[src/design/acc_dispatch_consts.svh]
`ifndef ACC_DISPATCH_CONSTS_SVH
`define ACC_DISPATCH_CONSTS_SVH

// Entries in the instruction queue
`define ACC_QUEUE_DEPTH 3

// Scoreboard transaction ID width
`define ACC_TRANS_ID_BITS 3

// Scoreboard size, one bitmap bit per entry
`define ACC_NR_SB_ENTRIES 8

// Operand width toward the accelerator
`define ACC_XLEN 32

// Width of each load/store counter
`define ACC_CNT_WIDTH 3

`endif

[src/design/acc_dispatch_pkg.sv]
package acc_dispatch_pkg;

  `include "acc_dispatch_consts.svh"

  // Functional unit selected by the issue stage
  typedef enum logic [1:0] {
    NONE,
    LOAD,
    STORE,
    ACCEL
  } fu_e;

  // Memory class of an accelerator instruction
  typedef enum logic [1:0] {
    ACC_OP_OTHER,
    ACC_OP_LOAD,
    ACC_OP_STORE
  } acc_op_e;

  // Floating-point rounding mode from fcsr
  typedef logic [2:0] roundmode_t;

  // One queued accelerator instruction
  typedef struct packed {
    logic [31:0]                   insn;
    logic [`ACC_XLEN-1:0]          rs1;
    logic [`ACC_XLEN-1:0]          rs2;
    logic [`ACC_TRANS_ID_BITS-1:0] trans_id;
    acc_op_e                       op;
  } acc_insn_t;

endpackage

[src/design/acc_head_if.sv]
`timescale 1ns/10ps

interface acc_head_if;

  // Oldest queued instruction, valid while the queue holds one or one falls through
  acc_dispatch_pkg::acc_insn_t head;
  logic                        head_valid;
  // Retires the head at the next edge
  logic                        pop;

  // Queue side
  modport queue (output head, output head_valid, input pop);

  // Speculation tracker decides when the head leaves
  modport tracker (input head, input head_valid, output pop);

  // Memory tracker only watches departures
  modport monitor (input head, input head_valid, input pop);

endinterface

[src/design/acc_dispatcher.sv]
`timescale 1ns/10ps

`include "acc_dispatch_consts.svh"

module acc_dispatcher (
  input  logic                          clk_i,
  input  logic                          rst_i,
  input  logic                          cons_en_i,
  input  logic                          issue_valid_i,
  input  acc_dispatch_pkg::fu_e         issue_fu_i,
  input  acc_dispatch_pkg::acc_op_e     issue_op_i,
  input  logic [`ACC_TRANS_ID_BITS-1:0] issue_trans_id_i,
  input  logic [31:0]                   issue_insn_i,
  input  logic [`ACC_XLEN-1:0]          issue_rs1_i,
  input  logic [`ACC_XLEN-1:0]          issue_rs2_i,
  input  acc_dispatch_pkg::roundmode_t  frm_i,
  input  logic                          flush_i,
  input  logic                          commit_valid_i,
  input  logic [`ACC_TRANS_ID_BITS-1:0] commit_trans_id_i,
  input  logic                          st_barrier_i,
  input  logic                          req_ready_i,
  input  logic                          resp_load_complete_i,
  input  logic                          resp_store_complete_i,
  input  logic                          resp_store_pending_i,
  output logic                          issue_stall_o,
  output logic                          req_valid_o,
  output logic [31:0]                   req_insn_o,
  output logic [`ACC_XLEN-1:0]          req_rs1_o,
  output logic [`ACC_XLEN-1:0]          req_rs2_o,
  output acc_dispatch_pkg::roundmode_t  req_frm_o,
  output logic [`ACC_TRANS_ID_BITS-1:0] req_trans_id_o,
  output logic                          halt_o
);

  logic                        accept_d;
  logic                        accept_q;
  acc_dispatch_pkg::acc_insn_t accept_insn_q;
  logic                        queue_can_accept;
  logic                        offer_valid;
  logic                        reg_ready;

  acc_head_if head_if ();

  // Handshake with the issue stage
  assign accept_d = issue_valid_i & (issue_fu_i == acc_dispatch_pkg::ACCEL) &
                    ~issue_stall_o & ~flush_i;

  always_ff @(posedge clk_i) begin
    if (rst_i) begin
      accept_q <= 1'b0;
    end else begin
      accept_q <= accept_d;
    end
  end

  // Issue fields packed at acceptance and pushed one cycle later
  always_ff @(posedge clk_i) begin
    if (accept_d) begin
      accept_insn_q <= '{insn: issue_insn_i, rs1: issue_rs1_i, rs2: issue_rs2_i,
                         trans_id: issue_trans_id_i, op: issue_op_i};
    end
  end

  acc_insn_queue u_queue (
    .clk_i        (clk_i),
    .rst_i        (rst_i),
    .flush_i      (flush_i),
    .push_i       (accept_q),
    .push_data_i  (accept_insn_q),
    .can_accept_o (queue_can_accept),
    .head_if      (head_if.queue)
  );

  // Pending is marked at the issue handshake so a commit in the push cycle already hits
  acc_spec_tracker u_spec (
    .clk_i             (clk_i),
    .rst_i             (rst_i),
    .flush_i           (flush_i),
    .accept_i          (accept_d),
    .accept_trans_id_i (issue_trans_id_i),
    .commit_valid_i    (commit_valid_i),
    .commit_trans_id_i (commit_trans_id_i),
    .req_ready_i       (reg_ready),
    .req_valid_o       (offer_valid),
    .head_if           (head_if.tracker)
  );

  acc_req_register u_req (
    .clk_i          (clk_i),
    .rst_i          (rst_i),
    .valid_i        (offer_valid),
    .data_i         (head_if.head),
    .frm_i          (frm_i),
    .ready_o        (reg_ready),
    .req_valid_o    (req_valid_o),
    .req_insn_o     (req_insn_o),
    .req_rs1_o      (req_rs1_o),
    .req_rs2_o      (req_rs2_o),
    .req_frm_o      (req_frm_o),
    .req_trans_id_o (req_trans_id_o),
    .req_ready_i    (req_ready_i)
  );

  // Speculative counts start at the issue handshake
  acc_mem_tracker u_mem (
    .clk_i              (clk_i),
    .rst_i              (rst_i),
    .flush_i            (flush_i),
    .cons_en_i          (cons_en_i),
    .accept_i           (accept_d),
    .accept_op_i        (issue_op_i),
    .issue_fu_i         (issue_fu_i),
    .queue_can_accept_i (queue_can_accept),
    .load_complete_i    (resp_load_complete_i),
    .store_complete_i   (resp_store_complete_i),
    .store_pending_i    (resp_store_pending_i),
    .st_barrier_i       (st_barrier_i),
    .issue_stall_o      (issue_stall_o),
    .halt_o             (halt_o),
    .head_if            (head_if.monitor)
  );

endmodule

[src/design/acc_insn_queue.sv]
`timescale 1ns/10ps

`include "acc_dispatch_consts.svh"

module acc_insn_queue (
  input  logic                        clk_i,
  input  logic                        rst_i,
  input  logic                        flush_i,
  input  logic                        push_i,
  input  acc_dispatch_pkg::acc_insn_t push_data_i,
  output logic                        can_accept_o,
  acc_head_if.queue                   head_if
);

  localparam int ptr_w   = $clog2(`ACC_QUEUE_DEPTH);
  localparam int usage_w = $clog2(`ACC_QUEUE_DEPTH + 1);

  acc_dispatch_pkg::acc_insn_t mem_q [`ACC_QUEUE_DEPTH];
  logic [ptr_w-1:0]            rd_ptr_q;
  logic [ptr_w-1:0]            wr_ptr_q;
  logic [usage_w-1:0]          usage_q;
  logic                        empty;
  logic                        bypass;
  logic                        do_write;
  logic                        do_read;

  // Wrap at depth, which need not be a power of two
  function automatic logic [ptr_w-1:0] next_ptr(input logic [ptr_w-1:0] ptr);
    return (ptr == ptr_w'(`ACC_QUEUE_DEPTH - 1)) ? '0 : ptr + 1'b1;
  endfunction

  assign empty = (usage_q == '0);

  // Fall through when empty
  assign head_if.head       = empty ? push_data_i : mem_q[rd_ptr_q];
  assign head_if.head_valid = ~empty | push_i;

  // Pushed entry popped in the same cycle never touches storage
  assign bypass   = empty & push_i & head_if.pop;
  assign do_write = push_i & ~bypass;
  assign do_read  = head_if.pop & ~bypass;

  // One slot stays free for the instruction sitting in the accept register
  assign can_accept_o = usage_q < usage_w'(`ACC_QUEUE_DEPTH - 1);

  always_ff @(posedge clk_i) begin
    if (rst_i || flush_i) begin
      rd_ptr_q <= '0;
      wr_ptr_q <= '0;
      usage_q  <= '0;
    end else begin
      if (do_write) begin
        wr_ptr_q <= next_ptr(wr_ptr_q);
      end
      if (do_read) begin
        rd_ptr_q <= next_ptr(rd_ptr_q);
      end
      usage_q <= usage_q + usage_w'(do_write) - usage_w'(do_read);
    end
  end

  // Storage
  always_ff @(posedge clk_i) begin
    if (do_write) begin
      mem_q[wr_ptr_q] <= push_data_i;
    end
  end

endmodule

[src/design/acc_mem_tracker.sv]
`timescale 1ns/10ps

`include "acc_dispatch_consts.svh"

module acc_mem_tracker (
  input  logic                      clk_i,
  input  logic                      rst_i,
  input  logic                      flush_i,
  input  logic                      cons_en_i,
  input  logic                      accept_i,
  input  acc_dispatch_pkg::acc_op_e accept_op_i,
  input  acc_dispatch_pkg::fu_e     issue_fu_i,
  input  logic                      queue_can_accept_i,
  input  logic                      load_complete_i,
  input  logic                      store_complete_i,
  input  logic                      store_pending_i,
  input  logic                      st_barrier_i,
  output logic                      issue_stall_o,
  output logic                      halt_o,
  acc_head_if.monitor               head_if
);

  localparam int cnt_w = `ACC_CNT_WIDTH;

  logic [cnt_w-1:0] spec_ld_q;
  logic [cnt_w-1:0] spec_st_q;
  logic [cnt_w-1:0] disp_ld_q;
  logic [cnt_w-1:0] disp_st_q;
  logic             acc_ld;
  logic             acc_st;
  logic             ld_disp;
  logic             st_disp;
  logic             ld_inflight;
  logic             st_inflight;
  logic             halt_q;

  // Shared up/down step for all four counters
  function automatic logic [cnt_w-1:0] step(input logic [cnt_w-1:0] cnt,
                                            input logic up,
                                            input logic down);
    return cnt + cnt_w'(up) - cnt_w'(down);
  endfunction

  // Newly accepted loads and stores
  assign acc_ld = accept_i & (accept_op_i == acc_dispatch_pkg::ACC_OP_LOAD);
  assign acc_st = accept_i & (accept_op_i == acc_dispatch_pkg::ACC_OP_STORE);

  // Counted at departure from the queue, so back-pressure cannot double count
  assign ld_disp = head_if.pop & head_if.head_valid &
                   (head_if.head.op == acc_dispatch_pkg::ACC_OP_LOAD);
  assign st_disp = head_if.pop & head_if.head_valid &
                   (head_if.head.op == acc_dispatch_pkg::ACC_OP_STORE);

  assign ld_inflight = (spec_ld_q != '0) | (disp_ld_q != '0);
  assign st_inflight = (spec_st_q != '0) | (disp_st_q != '0);

  always_ff @(posedge clk_i) begin
    if (rst_i) begin
      spec_ld_q <= '0;
      spec_st_q <= '0;
      disp_ld_q <= '0;
      disp_st_q <= '0;
    end else begin
      // Speculative ones vanish on flush
      if (flush_i) begin
        spec_ld_q <= '0;
        spec_st_q <= '0;
      end else begin
        spec_ld_q <= step(spec_ld_q, acc_ld, ld_disp);
        spec_st_q <= step(spec_st_q, acc_st, st_disp);
      end
      // Dispatched ones live until the accelerator completes them
      disp_ld_q <= step(disp_ld_q, ld_disp, load_complete_i);
      disp_st_q <= step(disp_st_q, st_disp, store_complete_i);
    end
  end

  // Issue stall per functional unit
  always_comb begin
    case (issue_fu_i)
      acc_dispatch_pkg::ACCEL: issue_stall_o = ~queue_can_accept_i;
      // Scalar load must not pass an accelerator store
      acc_dispatch_pkg::LOAD:  issue_stall_o = cons_en_i & st_inflight;
      // Scalar store must not pass any accelerator access
      acc_dispatch_pkg::STORE: issue_stall_o = cons_en_i & (ld_inflight | st_inflight);
      default:                 issue_stall_o = 1'b0;
    endcase
  end

  // Store barrier halts the core until the accelerator has no store left
  always_ff @(posedge clk_i) begin
    if (rst_i) begin
      halt_q <= 1'b0;
    end else begin
      halt_q <= (halt_q | st_barrier_i) & store_pending_i;
    end
  end

  assign halt_o = halt_q;

endmodule

[src/design/acc_req_register.sv]
`timescale 1ns/10ps

`include "acc_dispatch_consts.svh"

module acc_req_register (
  input  logic                          clk_i,
  input  logic                          rst_i,
  input  logic                          valid_i,
  input  acc_dispatch_pkg::acc_insn_t   data_i,
  input  acc_dispatch_pkg::roundmode_t  frm_i,
  output logic                          ready_o,
  output logic                          req_valid_o,
  output logic [31:0]                   req_insn_o,
  output logic [`ACC_XLEN-1:0]          req_rs1_o,
  output logic [`ACC_XLEN-1:0]          req_rs2_o,
  output acc_dispatch_pkg::roundmode_t  req_frm_o,
  output logic [`ACC_TRANS_ID_BITS-1:0] req_trans_id_o,
  input  logic                          req_ready_i
);

  logic                         full_q;
  acc_dispatch_pkg::acc_insn_t  data_q;
  acc_dispatch_pkg::roundmode_t frm_q;
  acc_dispatch_pkg::acc_insn_t  out_data;

  // Room when empty, or when the held request leaves this cycle
  assign ready_o = ~full_q | req_ready_i;

  // Empty register is transparent
  assign req_valid_o = full_q | valid_i;
  assign out_data    = full_q ? data_q : data_i;
  assign req_frm_o   = full_q ? frm_q : frm_i;

  assign req_insn_o     = out_data.insn;
  assign req_rs1_o      = out_data.rs1;
  assign req_rs2_o      = out_data.rs2;
  assign req_trans_id_o = out_data.trans_id;

  always_ff @(posedge clk_i) begin
    if (rst_i) begin
      full_q <= 1'b0;
    end else if (full_q) begin
      // Draining, refill from whatever is offered now
      if (req_ready_i) begin
        full_q <= valid_i;
      end
    end else begin
      // Pass-through not taken, keep it
      full_q <= valid_i & ~req_ready_i;
    end
  end

  // Rounding mode is captured with the first offer and then held
  always_ff @(posedge clk_i) begin
    if (ready_o) begin
      data_q <= data_i;
      frm_q  <= frm_i;
    end
  end

endmodule

[src/design/acc_spec_tracker.sv]
`timescale 1ns/10ps

`include "acc_dispatch_consts.svh"

module acc_spec_tracker (
  input  logic                          clk_i,
  input  logic                          rst_i,
  input  logic                          flush_i,
  input  logic                          accept_i,
  input  logic [`ACC_TRANS_ID_BITS-1:0] accept_trans_id_i,
  input  logic                          commit_valid_i,
  input  logic [`ACC_TRANS_ID_BITS-1:0] commit_trans_id_i,
  input  logic                          req_ready_i,
  output logic                          req_valid_o,
  acc_head_if.tracker                   head_if
);

  // Pending: received but still speculative
  logic [`ACC_NR_SB_ENTRIES-1:0] pending_d;
  logic [`ACC_NR_SB_ENTRIES-1:0] pending_q;
  // Ready: reached the scoreboard head, waiting to leave the queue
  logic [`ACC_NR_SB_ENTRIES-1:0] ready_d;
  logic [`ACC_NR_SB_ENTRIES-1:0] ready_q;
  logic [`ACC_TRANS_ID_BITS-1:0] head_id;
  logic                          commit_hit;
  logic                          commit_head;

  assign head_id = head_if.head.trans_id;

  // A commit only counts for an instruction we actually hold
  assign commit_hit  = commit_valid_i & pending_q[commit_trans_id_i];
  assign commit_head = commit_hit & (commit_trans_id_i == head_id);

  // Offer the head once non-speculative, or in the very cycle it commits
  assign req_valid_o = head_if.head_valid & (ready_q[head_id] | commit_head);
  assign head_if.pop = req_valid_o & req_ready_i;

  always_comb begin
    pending_d = pending_q;
    ready_d   = ready_q;

    // New instruction enters the queue
    if (accept_i) begin
      pending_d[accept_trans_id_i] = 1'b1;
    end
    // Speculative instructions are dropped
    if (flush_i) begin
      pending_d = '0;
    end

    // Moves from pending to ready
    if (commit_hit) begin
      pending_d[commit_trans_id_i] = 1'b0;
      ready_d[commit_trans_id_i]   = 1'b1;
    end

    // Head left toward the accelerator, clear last so it wins over a same-cycle commit
    if (head_if.pop) begin
      ready_d[head_id] = 1'b0;
    end
  end

  always_ff @(posedge clk_i) begin
    if (rst_i) begin
      pending_q <= '0;
      ready_q   <= '0;
    end else begin
      pending_q <= pending_d;
      ready_q   <= ready_d;
    end
  end

endmodule

[config.mk]
export PLATFORM = sky130hd
export DESIGN_NAME = acc_dispatcher
export DESIGN_NICKNAME = d
export VERILOG_FILES = /design/src/design/acc_dispatch_pkg.sv /design/src/design/acc_head_if.sv /design/src/design/acc_dispatcher.sv /design/src/design/acc_insn_queue.sv /design/src/design/acc_mem_tracker.sv /design/src/design/acc_req_register.sv /design/src/design/acc_spec_tracker.sv
export VERILOG_INCLUDE_DIRS = /design/src /design/src/design
export SDC_FILE = /design/constraint.sdc
export NUM_CORES = 1
export LEC_CHECK = 0
export ABC_AREA = 0
export ABC_CLOCK_PERIOD_IN_PS = 15700
export BUFFER_PORTS_ARGS = -buffer_cell sky130_fd_sc_hd__buf_4
export CAP_MARGIN = 20
export CORE_ASPECT_RATIO = 1.75
export CORE_MARGIN = 4
export CORE_UTILIZATION = 51
export DETAILED_ROUTE_END_ITERATION = 7
export PLACE_DENSITY = 0.69
export SYNTH_ARGS = -nofsm -noshare
export SYNTH_HDL_FRONTEND = slang
export SYNTH_SLANG_ARGS = --single-unit
[constraint.sdc]
create_clock -name clk_i -period 15.7 [get_ports clk_i]
set_input_delay 3.14 -clock clk_i [delete_from_list [all_inputs] [get_ports clk_i]]
set_output_delay 3.14 -clock clk_i [all_outputs]
set_load 0.005 [all_outputs]
==> impl_metrics.yaml, run 1 <==
critical_path:
  timing.critical_path.buf_inv: 2
  required_ns: 12.56
  worstPathCellList: "buf_4, mux4_2, nand3_1, o21ai_0, nand4_2, a21oi_1, or2_1, buf_4"
  path_common_cell: "buf_4"
  critPathSlowestCell: "mux4_2"
  rr_worst_depth: 8
  max_stage_delay_ns: 0.52
  worst-setup-path-type: "in -> out"
  crit_path_start_kind: "input port"
  endpoint_kind: "primary output"
  cp_max_fo: 8
  crit_family: "simple AND/OR/NAND/NOR gates"
  cp_data_arrival_time_ns: 4.71
  r2r-end: "u_queue.mem_q[2][90]$_DFFE_PP_"
  r2r_slack_ns: 10.81
route:
  vias: 12000
  totalWireLength_mm: 44.1
  drc: 0
  vias_per_cell: 5.40
  ant_nets: 0
  wl_per_cell_um: 19.9
  first_iter_violations: 738
  drtPass1Iterations: 5
global_routing:
  grt_max_degree: 87
  grt_overflow: 0
  antenna_found_initial: 2
  grt_pass1_wl_mm: 69.0
  grt_pass1_vias: 12600
  grt_use_total: 0.192
min_path:
  worstHoldEndpoint: "u_queue.mem_q[2][91]$_DFFE_PP_"
  worstHoldStart: "accept_insn_q[91]$_DFFE_PN_"
  hold_class: "reg -> reg"
  worst_hold_path.num_cells: 0
clocking:
  postCtsHoldBufs: 0
  post_cts_buffers: 0
  clkSinkCount: 545
  cts_max_path_buffers: 3
  clk_pin_slew_ns: 0.06
  cts_buffers: 50
  cts_tree: "yes"
  h-tree-depth: 2
  root_buffer: "clkbuf_16"
  clk_latency_ns: 0.57
  cts.repair.resized: 0
timing:
  skew_ns: 0.0249
  fin_setup_tns_ns: 0
  setup_viol: 0
  setup_ws_ns: 7.85
  min_period_over_period: 0.500
  rsz0062_at_grt: "false"
  tightest_slew_ns: 1.07
  hold_viol: 0
  slew_headroom: 0.285
  fmax_ghz: 0.127
  slew_violations: 0
  min_period_ns: 7.85
  hold_slack_ns: 0.494
run:
  timing.max_cap.violations: 0
synth:
  yosys_warnings: 0
  synth_async_sr_flop_share: 0
  synth_fp_nets: 1547
  yosys_most_used_dff: "edfxtp_1"
  synth-edff-count: 506
  synth_area_um2: 21500
  synth_top_area_cell: "edfxtp_1"
  synth-seq-cells: 545
  synth_area_leaders: "edfxtp_1, mux2_2, mux2i_1"
  syn_area_per_cell_um2: 15.3
  ys_seq_area_frac: 0.742
  netlist_instances: 1410
  synth_cell_types: 52
  synth_top_area_share: 0.705
placement:
  port_buffers: 224
  post-place-ws_ns: 7.86
  post_dp_cell_area_um2: 23800
  gp_congestion: 0.805
  dp_hpwl_mm: 26.3
finish:
  utilization: 0.609
  syn_to_final_growth_pct: 18.1
  antenna_cells: 0
  layout-drive-gt1-share: 0.260
  nFillCells: 3192
  nets: 1765
  final_area_um2: 25400
power_and_ir_drop:
  power_density_nw_per_um2: 114
  ir_drop_uv: 80.2
  power_leakage_nw: 8.99
status:
  status: "finished clean"
floorplanning:
  fp-row-count: 99
  die_w_um: 163
  die-area_um2: 45700
  core_area_um2: 41700
  initial_core_util: 0.516
  fp.dieH_um: 280
  num_io_pins: 225
==> cells in the final DEF, fill, tap and decap left out, drive strengths merged, types with 9 or more instances in the layout <==
master,synthesis,final
o21ai,105,105
a21oi,102,102
buf,15,240
clkinv,1,18
inv,23,24
nand2,111,111
mux2i,110,110
dfxtp,39,39
ha,13,13
nor3,10,10
clkbuf,59,63
mux2,101,101
nor2,126,126
edfxtp,506,506
nor2b,9,9
==> routing by layer <==
layer,up-vias,track usage,share of wire
li1,5699,-,-
met1,5914,0.238,0.40
met2,302,0.345,0.52
met3,88,0.0271,0.046
met4,4,0.0665,0.031
met5,-,0,0.00077
==> how the worst max path moves through the flow <==
| stage | to | cells past startpoint | startpoint |
|---|---|---|---|
| after global routing | req_valid_o | 8 | commit_trans_id_i[1] |
| after detailed placement | req_valid_o | 8 | commit_trans_id_i[1] |
| final | req_valid_o | 8 | commit_trans_id_i[1] |
| after CTS | req_valid_o | 8 | commit_trans_id_i[1] |
| after global placement | req_valid_o | 8 | commit_trans_id_i[1] |
| after floorplan | u_queue.mem_q[1][0]$_DFFE_PP_ | 4 | req_ready_i |
==> worst reg2reg max path: cells and delay by family, from the launching register on <==
kind | cells | cell delay (ns)
muxes | 1 | 0.42
DFF | 1 | 0.69
buffers and inverters | 3 | 2.23
and+or+nand+nor | 1 | 0.32
AOI/OAI and AO/OA | 3 | 0.80
==> report_power, final <==
group	leakage (nW)	switching, mW	internal, mW
Sequential	5.04	0.00910	1.59
Combinational	3.17	0.0396	0.0448
Clock	0.779	0.515	0.688
==> cells in the mapped netlist, types with 8 or more instances <==
cell type / instances
nor3_1: 10
mux2_2: 96
dfxtp_1: 39
xnor2_1: 8
a21oi_1: 100
edfxtp_1: 506
nand2_1: 111
buf_1: 9
inv_1: 20
clkbuf_1: 59
nor2b_1: 9
nor2_1: 126
o21ai_1: 100
ha_1: 13
mux2i_1: 107
==> state kept, by name (all words and copies together), names as in the netlist, 3 cells and up, named ones only <==
name,count
accept_insn_q,101
u_mem.disp_ld_q,3
u_mem.disp_st_q,3
u_mem.spec_ld_q,3
u_mem.spec_st_q,3
u_queue.mem_q,303
u_req.data_q,99
u_req.frm_q,3
u_spec.pending_q,8
u_spec.ready_q,8
==> logic make-up after synthesis <==
kind of cell	Yosys count	share of synthesized area
compound gates	235	0.0604
xor+xnor	12	0.00488
flops	545	0.742
simple gates	290	0.0569
mux	213	0.107
fa+ha+maj	17	0.0113
buf+inv	98	0.0181
==> area by class of cell <==
cell class / count / area (um2) / area share
flip-flops and latches: 545 / 16000 / 0.628
repair buffers: 240 / 1820 / 0.0716
inverters: 24 / 105 / 0.00413
clock inverters: 28 / 282 / 0.0111
multi-input cells: 767 / 5210 / 0.205
clock buffers: 63 / 1340 / 0.0527
well taps: 555 / 694 / 0.0273
==> metrics by stage <==
stage               power, mW  instances
floorplan                1.67       1410
global placement         1.72       2130
detailed placement       1.72       2131
CTS                      2.92       2222
global route             2.98       2222
finish                   2.89       2222
(Power assumes the default switching activity.)
==> run 2: changes to the inputs <==
Settings changed: ABC_CLOCK_PERIOD_IN_PS 15700 to 8200.
Clock period 15.7 ns to 8.2 ns, I/O delays scaled along.
==> run 2 against run 1 <==
Setup slack got worse by 5.0 ns. Critical path depth is 2 lower. Worst hold slack got worse by 0.0034 ns. Via count decreased by 0.72%. Non-clock buffer count is the same. Combinational power is 91% higher. Clock skew fell by 0.012 ns. Register-to-register slack got worse by 7.4 ns. Routed wire length decreased by 0.40%. Clock power is 87% higher. First-iteration DRC count up 0.68%. Die area unchanged. Largest power group unchanged. Highest routed layer unchanged.
==> impl_metrics.yaml, run 2 (same netlist as run 1, synthesis figures left out) <==
status:
  status: "finished clean"
route:
  drtPass1Iterations: 5
  ant_nets: 0
  vias_per_cell: 5.37
  vias: 11900
  totalWireLength_mm: 43.9
  first_iter_violations: 743
  wl_per_cell_um: 19.8
  drc: 0
critical_path:
  worstPathCellList: "nor2_4, buf_4, buf_4, o21ai_1, mux2_2, buf_4"
  critPathSlowestCell: "buf_4"
  cp_data_arrival_time_ns: 3.69
  timing.critical_path.buf_inv: 3
  cp_max_fo: 102
  endpoint_kind: "primary output"
  required_ns: 6.56
  r2r_slack_ns: 3.41
  worst-setup-path-type: "reg -> out"
  path_common_cell: "buf_4"
  crit_family: "buffers and inverters"
  max_stage_delay_ns: 0.94
  crit_path_start_kind: "flip-flop"
  cp-startpoint: "u_queue.usage_q[1]$_SDFF_PP0_"
clocking:
  post_cts_buffers: 0
  clk_latency_ns: 0.57
  cts.repair.resized: 0
  postCtsHoldBufs: 0
  cts_max_path_buffers: 3
  clk_pin_slew_ns: 0.07
  cts_tree: "yes"
  root_buffer: "clkbuf_16"
  clkSinkCount: 545
  cts_buffers: 49
  h-tree-depth: 2
timing:
  min_period_over_period: 0.650
  setup_viol: 0
  rsz0062_at_grt: "false"
  fmax_ghz: 0.188
  setup_ws_ns: 2.87
  slew_headroom: 0.253
  hold_viol: 0
  min_period_ns: 5.33
  skew_ns: 0.0127
  slew_violations: 0
  fin_setup_tns_ns: 0
  tightest_slew_ns: 1.12
finish:
  top_regs: "u_queue.mem_q x303, accept_insn_q x101, u_req.data_q x99"
  syn_to_final_growth_pct: 17.9
  final_area_um2: 25400
  fin_cells: 2218
  layout-drive-gt1-share: 0.262
  nets: 1764
  multi_input_area_um2: 5230
  largest_register_ffs: 303
  mostFrequentLayoutCells: "edfxtp_1, buf_4, nor2_1, nand2_1, mux2i_1"
  utilization: 0.609
  mostFrequentLayoutCell: "edfxtp_1"
  nFillCells: 3153
  largest-register: "u_queue.mem_q"
  register_area_um2: 16000
power_and_ir_drop:
  power_density_nw_per_um2: 215
  ir_drop_uv: 160
  power_leakage_nw: 8.97
global_routing:
  grt_pass1_wl_mm: 68.2
  grt_max_degree: 105
  antenna_found_initial: 2
  grt_pass1_vias: 12500
  grt_overflow: 0
  grt_use_total: 0.191
min_path:
  worstHoldStart: "accept_insn_q[29]$_DFFE_PN_"
  hold_class: "reg -> reg"
placement:
  dp_hpwl_mm: 26.8
  post-place-ws_ns: 3.22
  post_dp_cell_area_um2: 23800
  dp_cells: 2130
  gp_congestion: 0.785
  port_buffers: 224
floorplanning:
  fp-row-count: 99
  num_io_pins: 225
  initial_core_util: 0.516
  fp.dieH_um: 280
  die-area_um2: 45700
  die_w_um: 163
  core_area_um2: 41700
run:
  timing.max_cap.violations: 0
==> run 2: metrics by stage <==
stage | hold WS [ns] | power (mW)
2_1_floorplan | 0.450 | 3.19
3_3_place_gp | 0.462 | 3.29
3_5_place_dp | 0.483 | 3.29
4_1_cts | 0.497 | 5.53
5_1_grt | 0.517 | 5.65
6_report | 0.491 | 5.47
==> run 2: layout make-up <==
cell class,instances,share of cell area
multi-input cells,767,0.206
well taps,555,0.0273
repair buffers,240,0.0720
diodes,1,0.0000985
clock inverters,30,0.0106
flip-flops and latches,545,0.629
inverters,24,0.00414
clock buffers,56,0.0510
==> run 2: where the power goes <==
part	total (mW)	switching [mW]	internal [mW]
Combinational	0.161	0.0748	0.0861
Clock	2.24	1.00	1.24
Sequential	3.07	0.0179	3.05
Total	5.47	1.09	4.38
==> run 2: layer usage <==
layer	vias to the layer above	share of wire	track usage
met3	83	0.046	0.0299
met5	-	0.00030	0
met1	5850	0.39	0.231
li1	5692	-	-
met4	2	0.032	0.0678
met2	294	0.53	0.345
==> run 2: path summary, 6_finish.rpt <==
check / end / cells past startpoint
worst max-delay path: req_rs1_o[25] / 6
worst min-delay path: u_queue.mem_q[0][29]$_DFFE_PP_ / 0
worst max register to register: u_queue.mem_q[2][21]$_DFFE_PP_ / 11
worst min register to register: u_queue.mem_q[0][29]$_DFFE_PP_ / 0
